--- src/ycr_dmem_defs.svh ---
// Bus widths and timer address window of the data fabric, included by the package and RTL

`ifndef YCR_DMEM_DEFS_SVH
`define YCR_DMEM_DEFS_SVH

//--------------------------------------------------------------------------
// Core data port widths
//--------------------------------------------------------------------------
`define YCR_DMEM_AWIDTH          32               // Byte address
`define YCR_DMEM_DWIDTH          32               // Data word

//--------------------------------------------------------------------------
// Machine timer
//--------------------------------------------------------------------------
`define YCR_TIMER_WIDTH          64               // mtime and mtimecmp

// Timer window, 32 bytes starting at the base
// Eight word slots, offset taken from address bits 4:2
`define YCR_TIMER_ADDR_PATTERN   32'hF004_0000
`define YCR_TIMER_ADDR_MASK      32'hFFFF_FFE0

// Anything outside the window is routed to the external port

`endif

--- src/ycr_dmem_pkg.sv ---
// Shared enum types of the data fabric, imported by the interface and every RTL module

`include "ycr_dmem_defs.svh"

package ycr_dmem_pkg;

   // Memory protocol encodings
   typedef enum logic {
      YCR_MEM_CMD_RD = 1'b0,
      YCR_MEM_CMD_WR = 1'b1
   } ycr_mem_cmd_e;

   typedef enum logic [1:0] {
      YCR_MEM_WIDTH_BYTE  = 2'b00,
      YCR_MEM_WIDTH_HWORD = 2'b01,
      YCR_MEM_WIDTH_WORD  = 2'b10
   } ycr_mem_width_e;

   typedef enum logic [1:0] {
      YCR_MEM_RESP_NOTRDY = 2'b00,                // Idle, no response this cycle
      YCR_MEM_RESP_RDY_OK = 2'b01,
      YCR_MEM_RESP_RDY_ER = 2'b10
   } ycr_mem_resp_e;

   typedef enum logic {YCR_TGT_EXT, YCR_TGT_TIMER} ycr_dmem_tgt_e;
   typedef enum logic {YCR_DEC_IDLE, YCR_DEC_WAIT} ycr_decode_state_e;

   // Timer word offsets, addr[4:2]
   typedef enum logic [2:0] {
      YCR_TMR_CTRL       = 3'd0,                  // Bit 0 count enable
      YCR_TMR_MTIMELO    = 3'd2,
      YCR_TMR_MTIMEHI    = 3'd3,
      YCR_TMR_MTIMECMPLO = 3'd4,
      YCR_TMR_MTIMECMPHI = 3'd5,
      YCR_TMR_GLBL_CFG   = 3'd6
   } ycr_timer_reg_e;

endpackage : ycr_dmem_pkg

--- src/ycr_dmem_if.sv ---
// One request/response memory channel between fabric blocks, with master, slave and monitor views
`timescale 1ns/1ps

`include "ycr_dmem_defs.svh"

interface ycr_dmem_if
   import ycr_dmem_pkg::*;
();

   // Request side, held stable until req and req_ack meet
   logic                          req;
   ycr_mem_cmd_e                  cmd;
   ycr_mem_width_e                width;
   logic [`YCR_DMEM_AWIDTH-1:0]   addr;
   logic [`YCR_DMEM_DWIDTH-1:0]   wdata;

   // Slave answers
   logic                          req_ack;        // Accept strobe
   logic [`YCR_DMEM_DWIDTH-1:0]   rdata;          // Valid with resp
   ycr_mem_resp_e                 resp;           // One cycle not idle

   modport master (
      output req, cmd, width, addr, wdata,
      input  req_ack, rdata, resp
   );

   modport slave (
      input  req, cmd, width, addr, wdata,
      output req_ack, rdata, resp
   );

   modport monitor (input rdata, resp);           // Response stage only

endinterface : ycr_dmem_if

--- src/ycr_dmem_decode.sv ---
// Address decoder and single-transaction tracker, steers the core request to timer or external port
`timescale 1ns/1ps

`include "ycr_dmem_defs.svh"

module ycr_dmem_decode
   import ycr_dmem_pkg::*;
(
   input  logic                          core_clk_i,
   input  logic                          rst_i,

   // Core request
   input  logic                          dmem_req_i,
   input  ycr_mem_cmd_e                  dmem_cmd_i,
   input  ycr_mem_width_e                dmem_width_i,
   input  logic [`YCR_DMEM_AWIDTH-1:0]   dmem_addr_i,
   input  logic [`YCR_DMEM_DWIDTH-1:0]   dmem_wdata_i,
   output logic                          dmem_req_ack_o,

   // External bus request
   output logic                          ext_req_o,
   output ycr_mem_cmd_e                  ext_cmd_o,
   output ycr_mem_width_e                ext_width_o,
   output logic [`YCR_DMEM_AWIDTH-1:0]   ext_addr_o,
   output logic [`YCR_DMEM_DWIDTH-1:0]   ext_wdata_o,
   input  logic                          ext_req_ack_i,

   ycr_dmem_if.master                    timer_ch,

   input  logic                          resp_done_i,   // From response stage
   output ycr_dmem_tgt_e                 pend_tgt_o     // Target of the open transaction
);

   ycr_decode_state_e   state_q;
   ycr_dmem_tgt_e       tgt_sel;
   logic                idle;
   logic                sel_ack;

   //-------------------------------------------------------------------------
   // Address compare against the timer window
   //-------------------------------------------------------------------------
   assign tgt_sel = ((dmem_addr_i & `YCR_TIMER_ADDR_MASK) == `YCR_TIMER_ADDR_PATTERN) ?
                    YCR_TGT_TIMER : YCR_TGT_EXT;
   assign idle    = (state_q == YCR_DEC_IDLE);

   // Requests only leave while no transaction is open
   assign ext_req_o      = dmem_req_i & idle & (tgt_sel == YCR_TGT_EXT);
   assign timer_ch.req   = dmem_req_i & idle & (tgt_sel == YCR_TGT_TIMER);

   // Fields fan out to both targets, req picks the one that listens
   assign ext_cmd_o      = dmem_cmd_i;
   assign ext_width_o    = dmem_width_i;
   assign ext_addr_o     = dmem_addr_i;
   assign ext_wdata_o    = dmem_wdata_i;
   assign timer_ch.cmd   = dmem_cmd_i;
   assign timer_ch.width = dmem_width_i;
   assign timer_ch.addr  = dmem_addr_i;
   assign timer_ch.wdata = dmem_wdata_i;

   assign sel_ack        = (tgt_sel == YCR_TGT_TIMER) ? timer_ch.req_ack : ext_req_ack_i;
   assign dmem_req_ack_o = dmem_req_i & idle & sel_ack;   // Accept strobe toward core

   //-------------------------------------------------------------------------
   // Idle / wait FSM and pending target
   //-------------------------------------------------------------------------
   always_ff @(posedge core_clk_i) begin
      if (rst_i) begin
         state_q    <= YCR_DEC_IDLE;
         pend_tgt_o <= YCR_TGT_EXT;
      end else begin
         case (state_q)
            YCR_DEC_IDLE: begin
               if (dmem_req_ack_o) begin
                  state_q    <= YCR_DEC_WAIT;
                  pend_tgt_o <= tgt_sel;              // Response stage follows this
               end
            end
            default: begin
               if (resp_done_i) state_q <= YCR_DEC_IDLE;
            end
         endcase
      end
   end

endmodule : ycr_dmem_decode

--- src/ycr_dmem_iconnect.sv ---
// Data-side fabric top, joins decoder, timer block and response stage to core and external ports
`timescale 1ns/1ps

`include "ycr_dmem_defs.svh"

module ycr_dmem_iconnect
   import ycr_dmem_pkg::*;
(
   input  logic                          core_clk_i,
   input  logic                          rst_i,

   // Core data port
   input  logic                          dmem_req_i,
   input  ycr_mem_cmd_e                  dmem_cmd_i,
   input  ycr_mem_width_e                dmem_width_i,
   input  logic [`YCR_DMEM_AWIDTH-1:0]   dmem_addr_i,
   input  logic [`YCR_DMEM_DWIDTH-1:0]   dmem_wdata_i,
   output logic                          dmem_req_ack_o,
   output logic [`YCR_DMEM_DWIDTH-1:0]   dmem_rdata_o,
   output ycr_mem_resp_e                 dmem_resp_o,

   // External bus port, toward the system bus bridge
   output logic                          ext_req_o,
   output ycr_mem_cmd_e                  ext_cmd_o,
   output ycr_mem_width_e                ext_width_o,
   output logic [`YCR_DMEM_AWIDTH-1:0]   ext_addr_o,
   output logic [`YCR_DMEM_DWIDTH-1:0]   ext_wdata_o,
   input  logic                          ext_req_ack_i,
   input  logic [`YCR_DMEM_DWIDTH-1:0]   ext_rdata_i,
   input  ycr_mem_resp_e                 ext_resp_i,

   // Timer and config side outputs
   output logic [`YCR_TIMER_WIDTH-1:0]   timer_val_o,
   output logic                          timer_irq_o,
   output logic                          dcache_force_flush_o
);

   ycr_dmem_tgt_e   pend_tgt;
   logic            resp_done;

   ycr_dmem_if timer_ch ();                       // Decoder to timer block

   //-------------------------------------------------------------------------
   // Request routing
   //-------------------------------------------------------------------------
   ycr_dmem_decode u_decode (
      .core_clk_i     (core_clk_i    ),
      .rst_i          (rst_i         ),
      .dmem_req_i     (dmem_req_i    ),
      .dmem_cmd_i     (dmem_cmd_i    ),
      .dmem_width_i   (dmem_width_i  ),
      .dmem_addr_i    (dmem_addr_i   ),
      .dmem_wdata_i   (dmem_wdata_i  ),
      .dmem_req_ack_o (dmem_req_ack_o),
      .ext_req_o      (ext_req_o     ),
      .ext_cmd_o      (ext_cmd_o     ),
      .ext_width_o    (ext_width_o   ),
      .ext_addr_o     (ext_addr_o    ),
      .ext_wdata_o    (ext_wdata_o   ),
      .ext_req_ack_i  (ext_req_ack_i ),
      .timer_ch       (timer_ch      ),
      .resp_done_i    (resp_done     ),
      .pend_tgt_o     (pend_tgt      )
   );

   ycr_timer_regs u_timer (
      .core_clk_i           (core_clk_i          ),
      .rst_i                (rst_i               ),
      .timer_ch             (timer_ch            ),
      .timer_val_o          (timer_val_o         ),
      .timer_irq_o          (timer_irq_o         ),
      .dcache_force_flush_o (dcache_force_flush_o)
   );

   // Return path
   ycr_dmem_resp_mux u_resp_mux (
      .core_clk_i   (core_clk_i  ),
      .rst_i        (rst_i       ),
      .pend_tgt_i   (pend_tgt    ),
      .timer_ch     (timer_ch    ),
      .ext_rdata_i  (ext_rdata_i ),
      .ext_resp_i   (ext_resp_i  ),
      .dmem_rdata_o (dmem_rdata_o),
      .dmem_resp_o  (dmem_resp_o ),
      .resp_done_o  (resp_done   )
   );

endmodule : ycr_dmem_iconnect

--- src/ycr_dmem_resp_mux.sv ---
// Response selector for the open transaction, registers rdata and resp back to the core
`timescale 1ns/1ps

`include "ycr_dmem_defs.svh"

module ycr_dmem_resp_mux
   import ycr_dmem_pkg::*;
(
   input  logic                          core_clk_i,
   input  logic                          rst_i,

   input  ycr_dmem_tgt_e                 pend_tgt_i,
   ycr_dmem_if.monitor                   timer_ch,
   input  logic [`YCR_DMEM_DWIDTH-1:0]   ext_rdata_i,
   input  ycr_mem_resp_e                 ext_resp_i,

   output logic [`YCR_DMEM_DWIDTH-1:0]   dmem_rdata_o,
   output ycr_mem_resp_e                 dmem_resp_o,
   output logic                          resp_done_o    // Pulse to the decoder
);

   logic [`YCR_DMEM_DWIDTH-1:0]   sel_rdata;
   ycr_mem_resp_e                 sel_resp;

   // Only the pending target is listened to
   assign sel_rdata   = (pend_tgt_i == YCR_TGT_TIMER) ? timer_ch.rdata : ext_rdata_i;
   assign sel_resp    = (pend_tgt_i == YCR_TGT_TIMER) ? timer_ch.resp  : ext_resp_i;
   assign resp_done_o = (sel_resp != YCR_MEM_RESP_NOTRDY);

   //-------------------------------------------------------------------------
   // Return register, one cycle behind the target
   //-------------------------------------------------------------------------
   always_ff @(posedge core_clk_i) begin
      if (rst_i) dmem_resp_o <= YCR_MEM_RESP_NOTRDY;
      else       dmem_resp_o <= resp_done_o ? sel_resp : YCR_MEM_RESP_NOTRDY;
   end

   always_ff @(posedge core_clk_i) begin
      if (resp_done_o) dmem_rdata_o <= sel_rdata;   // Held until next response
   end

endmodule : ycr_dmem_resp_mux

--- src/ycr_timer_regs.sv ---
// Memory-mapped machine timer with compare interrupt, control and global configuration registers
`timescale 1ns/1ps

`include "ycr_dmem_defs.svh"

module ycr_timer_regs
   import ycr_dmem_pkg::*;
(
   input  logic                          core_clk_i,
   input  logic                          rst_i,

   ycr_dmem_if.slave                     timer_ch,

   output logic [`YCR_TIMER_WIDTH-1:0]   timer_val_o,          // mtime
   output logic                          timer_irq_o,
   output logic                          dcache_force_flush_o  // glbl_cfg[0]
);

   logic                          acc;
   logic                          word_ok;
   logic                          wr;
   ycr_timer_reg_e                reg_off;

   logic                          ctrl_en_q;                  // Count enable
   logic [`YCR_TIMER_WIDTH-1:0]   mtime_q;
   logic [`YCR_TIMER_WIDTH-1:0]   mtime_nxt;
   logic [`YCR_TIMER_WIDTH-1:0]   mtimecmp_q;
   logic [`YCR_DMEM_DWIDTH-1:0]   glbl_cfg_q;
   logic [`YCR_DMEM_DWIDTH-1:0]   rdata_nxt;

   //-------------------------------------------------------------------------
   // Bus access decode
   //-------------------------------------------------------------------------
   assign timer_ch.req_ack = timer_ch.req;                    // Always ready
   assign acc              = timer_ch.req;
   assign word_ok          = (timer_ch.width == YCR_MEM_WIDTH_WORD);
   assign wr               = acc & word_ok & (timer_ch.cmd == YCR_MEM_CMD_WR);
   assign reg_off          = ycr_timer_reg_e'(timer_ch.addr[4:2]);

   // Counter step, then a write replaces one half
   always_comb begin
      mtime_nxt = ctrl_en_q ? mtime_q + 1'b1 : mtime_q;
      if (wr && reg_off == YCR_TMR_MTIMELO) mtime_nxt[31:0]  = timer_ch.wdata;
      if (wr && reg_off == YCR_TMR_MTIMEHI) mtime_nxt[63:32] = timer_ch.wdata;
   end

   // Read data select
   always_comb begin
      case (reg_off)
         YCR_TMR_CTRL:       rdata_nxt = {31'b0, ctrl_en_q};
         YCR_TMR_MTIMELO:    rdata_nxt = mtime_q[31:0];
         YCR_TMR_MTIMEHI:    rdata_nxt = mtime_q[63:32];
         YCR_TMR_MTIMECMPLO: rdata_nxt = mtimecmp_q[31:0];
         YCR_TMR_MTIMECMPHI: rdata_nxt = mtimecmp_q[63:32];
         YCR_TMR_GLBL_CFG:   rdata_nxt = glbl_cfg_q;
         default:            rdata_nxt = '0;            // Unmapped slot
      endcase
      if (!word_ok) rdata_nxt = '0;
   end

   //-------------------------------------------------------------------------
   // Register file
   //-------------------------------------------------------------------------
   always_ff @(posedge core_clk_i) begin
      if (rst_i) begin
         ctrl_en_q  <= 1'b0;
         mtime_q    <= '0;
         mtimecmp_q <= '1;                                  // No interrupt out of reset
         glbl_cfg_q <= '0;
      end else begin
         mtime_q <= mtime_nxt;
         if (wr) begin
            case (reg_off)
               YCR_TMR_CTRL:       ctrl_en_q          <= timer_ch.wdata[0];
               YCR_TMR_MTIMECMPLO: mtimecmp_q[31:0]   <= timer_ch.wdata;
               YCR_TMR_MTIMECMPHI: mtimecmp_q[63:32]  <= timer_ch.wdata;
               YCR_TMR_GLBL_CFG:   glbl_cfg_q         <= timer_ch.wdata;
               default: ;                                   // mtime handled above
            endcase
         end
      end
   end

   // Response one cycle after acceptance
   always_ff @(posedge core_clk_i) begin
      if (rst_i) begin
         timer_ch.resp <= YCR_MEM_RESP_NOTRDY;
         timer_irq_o   <= 1'b0;
      end else begin
         if (acc) timer_ch.resp <= word_ok ? YCR_MEM_RESP_RDY_OK : YCR_MEM_RESP_RDY_ER;
         else     timer_ch.resp <= YCR_MEM_RESP_NOTRDY;
         timer_irq_o <= (mtime_q >= mtimecmp_q);            // Level, follows compare
      end
   end

   always_ff @(posedge core_clk_i) begin
      if (acc) timer_ch.rdata <= rdata_nxt;
   end

   assign timer_val_o          = mtime_q;
   assign dcache_force_flush_o = glbl_cfg_q[0];

endmodule : ycr_timer_regs

--- config.mk ---
export PLATFORM = sky130hd
export DESIGN_NAME = ycr_dmem_iconnect
export DESIGN_NICKNAME = d
export VERILOG_FILES = /design/src/ycr_dmem_pkg.sv /design/src/ycr_dmem_if.sv /design/src/ycr_dmem_decode.sv /design/src/ycr_dmem_iconnect.sv /design/src/ycr_dmem_resp_mux.sv /design/src/ycr_timer_regs.sv
export VERILOG_INCLUDE_DIRS = /design/src /design/src/src
export SDC_FILE = /design/constraint.sdc
export NUM_CORES = 1
export LEC_CHECK = 0
export BUFFER_PORTS_ARGS = -buffer_cell sky130_fd_sc_hd__buf_2
export CORE_UTILIZATION = 50
export DETAILED_ROUTE_END_ITERATION = 10
export PLACE_DENSITY_LB_ADDON = 0.05
export REMOVE_ABC_BUFFERS = 1
export SYNTH_ARGS = -nofsm -noshare
export SYNTH_HDL_FRONTEND = slang
export SYNTH_SLANG_ARGS = --single-unit
--- constraint.sdc ---
create_clock -name core_clk_i -period 2.7 [get_ports core_clk_i]
set_input_delay 0.675 -clock core_clk_i [delete_from_list [all_inputs] [get_ports core_clk_i]]
set_output_delay 0.675 -clock core_clk_i [all_outputs]
set_load 0.05 [all_outputs]
==> impl_metrics.tcl <==
set metrics [dict create \
    status "complete, no violations" \
    grt_pass1_wl_um 61500 \
    synth_seq_cells 232 \
    setup_violations 0 \
    overflow 0 \
    cp_top_family "simple AND/OR/NAND/NOR gates" \
    skew_ns 0.0188 \
    firstDrtPassIters 8 \
    final_common_cell "buf_2" \
    max_cap_violations 0 \
    end_kind "primary output" \
    min_period_over_period 0.961 \
    synth_top_area_cell "dfxtp_1" \
    synthCells 1460 \
    die_x_um 165 \
    area_delta_synth_final_pct 21.5 \
    cpMaxStageDelayCell "nor4_4" \
    cts_sinks 232 \
    power.total_mw 8.72 \
    synthTopCellsByArea "dfxtp_1, edfxtp_1, ha_1" \
    r2r-start "u_timer.timer_val_o[0]" \
    avgSynthCellArea_um2 9.06 \
    gp_congestion 0.884 \
    drt_iter0_markers 1127 \
    critical_path.startpoint "dmem_addr_i[7]" \
    path_cells "buf_2 > nor4_4 > nand4_1 > buf_4 > nor2_2 > buf_4 > nor2_1 > buf_4" \
    cts_buffers 26 \
    wl_per_cell_um 20.1 \
    start_util 0.509 \
    rows 59 \
    crit_top_cell "buf_4" \
    die_h_um 165 \
    cts_hold_buf 0 \
    synthFlopType "dfxtp_1" \
    h-tree-depth 1 \
    coreArea_mm2 0.0260 \
    n_antenna_cell 0 \
    num_io_pins 274 \
    r2r_end "u_timer.timer_irq_o" \
    drive_gt1_frac 0.314 \
    holdCritPathClass "in2reg" \
    synth_seq_area_share 0.400 \
    arrival_ns 1.92 \
    die-area_mm2 0.0271 \
    synth_top_area_share 0.254 \
    vias 11791 \
    max_freq_ghz 0.386 \
    synth-edff-count 64 \
    viasPerCell 5.73 \
    rsz0062_at_grt "no" \
    clockBufferDepth 3 \
    drv_slew 0 \
    netlist_area_mm2 0.0132 \
    worst_pin_slew_ns 1.27 \
    post-route-min-period_ns 2.59 \
    drt-met1-wl_um 17600 \
    wl_met2_um 19300 \
    worstPathMaxFanout 2 \
    grt_usage 0.299 \
    cp_slowest_stage_delay_ns 0.27 \
    io_buffers 269 \
    worstPathRequired_ns 2.03 \
    ys_types 61 \
    async_reset_ff_frac 0 \
    reg2reg_slack_ns 0.17 \
    finalHoldViolCount 0 \
    cellLeakagePower_nw 7.33 \
    max-slew-margin-rel 0.154 \
    grt_pass1_vias 10724 \
    drc_errors 0 \
    reg2regPathDepth 8 \
    clock_latency_ns 0.55 \
    endpoint "ext_req_o" \
    cp_num_buf_inv 4 \
    cp-start-kind "input pin" \
    clk_pin_slew_ns 0.06 \
    maxUsedRoutingLayer "met4" \
    worstSetupPathType "in2out" \
    dp_hpwl_um 30700 \
    irDropWorstVdd_v 0.000474 \
    holdWs_ns 0.399 \
    layout_common_cells "buf_2, nor2_1, dfxtp_1" \
    grt_max_degree 84 \
    p_per_area_mw_per_mm2 543 \
    nFillCells 2311 \
    wirelength_um 41400 \
    cts_tree "built" \
    antenna_found_initial 0 \
    clockRootBuffer "clkbuf_16" \
    final_net_count 1873 \
    final_antenna_net_count 0 \
    crit_cells 8 \
    wl_met3_um 3450 \
    ys_warn_count 0 \
]
[final cells by class]
cell class	count	area, µm²	area share
Multi-Input combinational cell	991	6730	0.419
Sequential cell	232	5290	0.329
Timing Repair Buffer	381	2350	0.146
Clock buffer	32	713	0.0444
Tap cell	335	419	0.0261
Clock inverter	16	297	0.0185
Inverter	71	267	0.0166
[worst min-delay path by stage]
stage                            from  slack (ns)  depth (start not counted)                   endpoint
2_1_floorplan  u_timer.glbl_cfg_q[25]        0.43                          2     u_timer.glbl_cfg_q[25]
3_3_place_gp   u_timer.glbl_cfg_q[16]        0.44                          2     u_timer.glbl_cfg_q[16]
3_5_place_dp    u_timer.glbl_cfg_q[6]        0.45                          2      u_timer.glbl_cfg_q[6]
4_1_cts                 ext_resp_i[1]        0.39                          3  u_resp_mux.dmem_resp_o[1]
5_1_grt                 ext_resp_i[0]        0.43                          3  u_resp_mux.dmem_resp_o[0]
6_report                ext_resp_i[1]        0.40                          3  u_resp_mux.dmem_resp_o[1]
[synth_stat cells, types with 16 or more instances]
master	number
buf_2	21
clkbuf_1	58
edfxtp_1	64
a22o_1	30
nor3_1	52
mux2_2	32
dfxtp_1	168
nand3_1	39
buf_4	69
a21oi_1	92
nand2_1	135
a211oi_2	59
ha_1	65
o21ai_0	38
a222oi_1	30
xor2_1	45
xnor2_1	16
nor2_1	188
nand4_1	36
inv_1	71
a211o_1	32
[report_power, final]
group          internal, mW  leakage (nW)  total, mW  switching, mW
clock network          2.64         0.489       4.17           1.52
logic                 0.236          4.83      0.928          0.691
registers              3.62          2.01       3.63         0.0107
[cell families after synthesis]
family,Yosys count,share of synthesized area
and+or+nand+nor,518,0.186
AOI/OAI and AO/OA,308,0.185
buffers and inverters,237,0.0952
DFF,232,0.400
adders and majority gates,65,0.0615
xor gates and xnor gates,61,0.0404
muxes,39,0.0325
[state kept, by name (all words and copies together) (netlist names)]
name                     cells
u_timer.timer_ch.resp        2
u_timer.ctrl_en_q            1
u_timer.timer_val_o         64
u_decode.state_q             1
u_resp_mux.dmem_rdata_o     32
u_decode.pend_tgt_o          1
u_timer.mtimecmp_q          64
u_timer.timer_ch.rdata      32
u_timer.timer_irq_o          1
u_timer.glbl_cfg_q          32
u_resp_mux.dmem_resp_o       2
[worst reg2reg max path: cells and delay by family, from the launching register on]
kind / cells / cell delay (ns)
buf+inv: 1 / 0.08
flops: 1 / 0.41
compound gates: 5 / 1.46
simple gates: 1 / 0.15
fa+ha+maj: 1 / 0.28
[repair_timing]
item / CTS / global route
setup endpoints to repair: 4 / 2
setup buffers: 0 / 0
resized for setup: 5 / 3
hold endpoints to repair: 0 / 0
pin swaps: 1 / 1
[per-stage QoR]
step / setup TNS [ns] / setup WS [ns] / area [µm²] / instances / util
floorplan: -115.82 / -0.758 / 12200 / 1294 / -
global placement: -80.65 / -0.603 / 15000 / 2010 / 0.578
detailed placement: -78.70 / -0.569 / 15000 / 2010 / 0.578
CTS: 0 / 0.0116 / 16100 / 2058 / 0.618
global route: 0 / 0.0198 / 16100 / 2058 / 0.618
finish: 0 / 0.106 / 16100 / 2058 / 0.618
[layer usage]
| metal | global-route usage | vias up |
|---|---|---|
| li1 | - | 5662 |
| met1 | 0.406 | 5512 |
| met2 | 0.498 | 557 |
| met3 | 0.0344 | 60 |
| met4 | 0.0859 | 0 |
| met5 | 0 | - |
(Power assumes the default switching activity.)
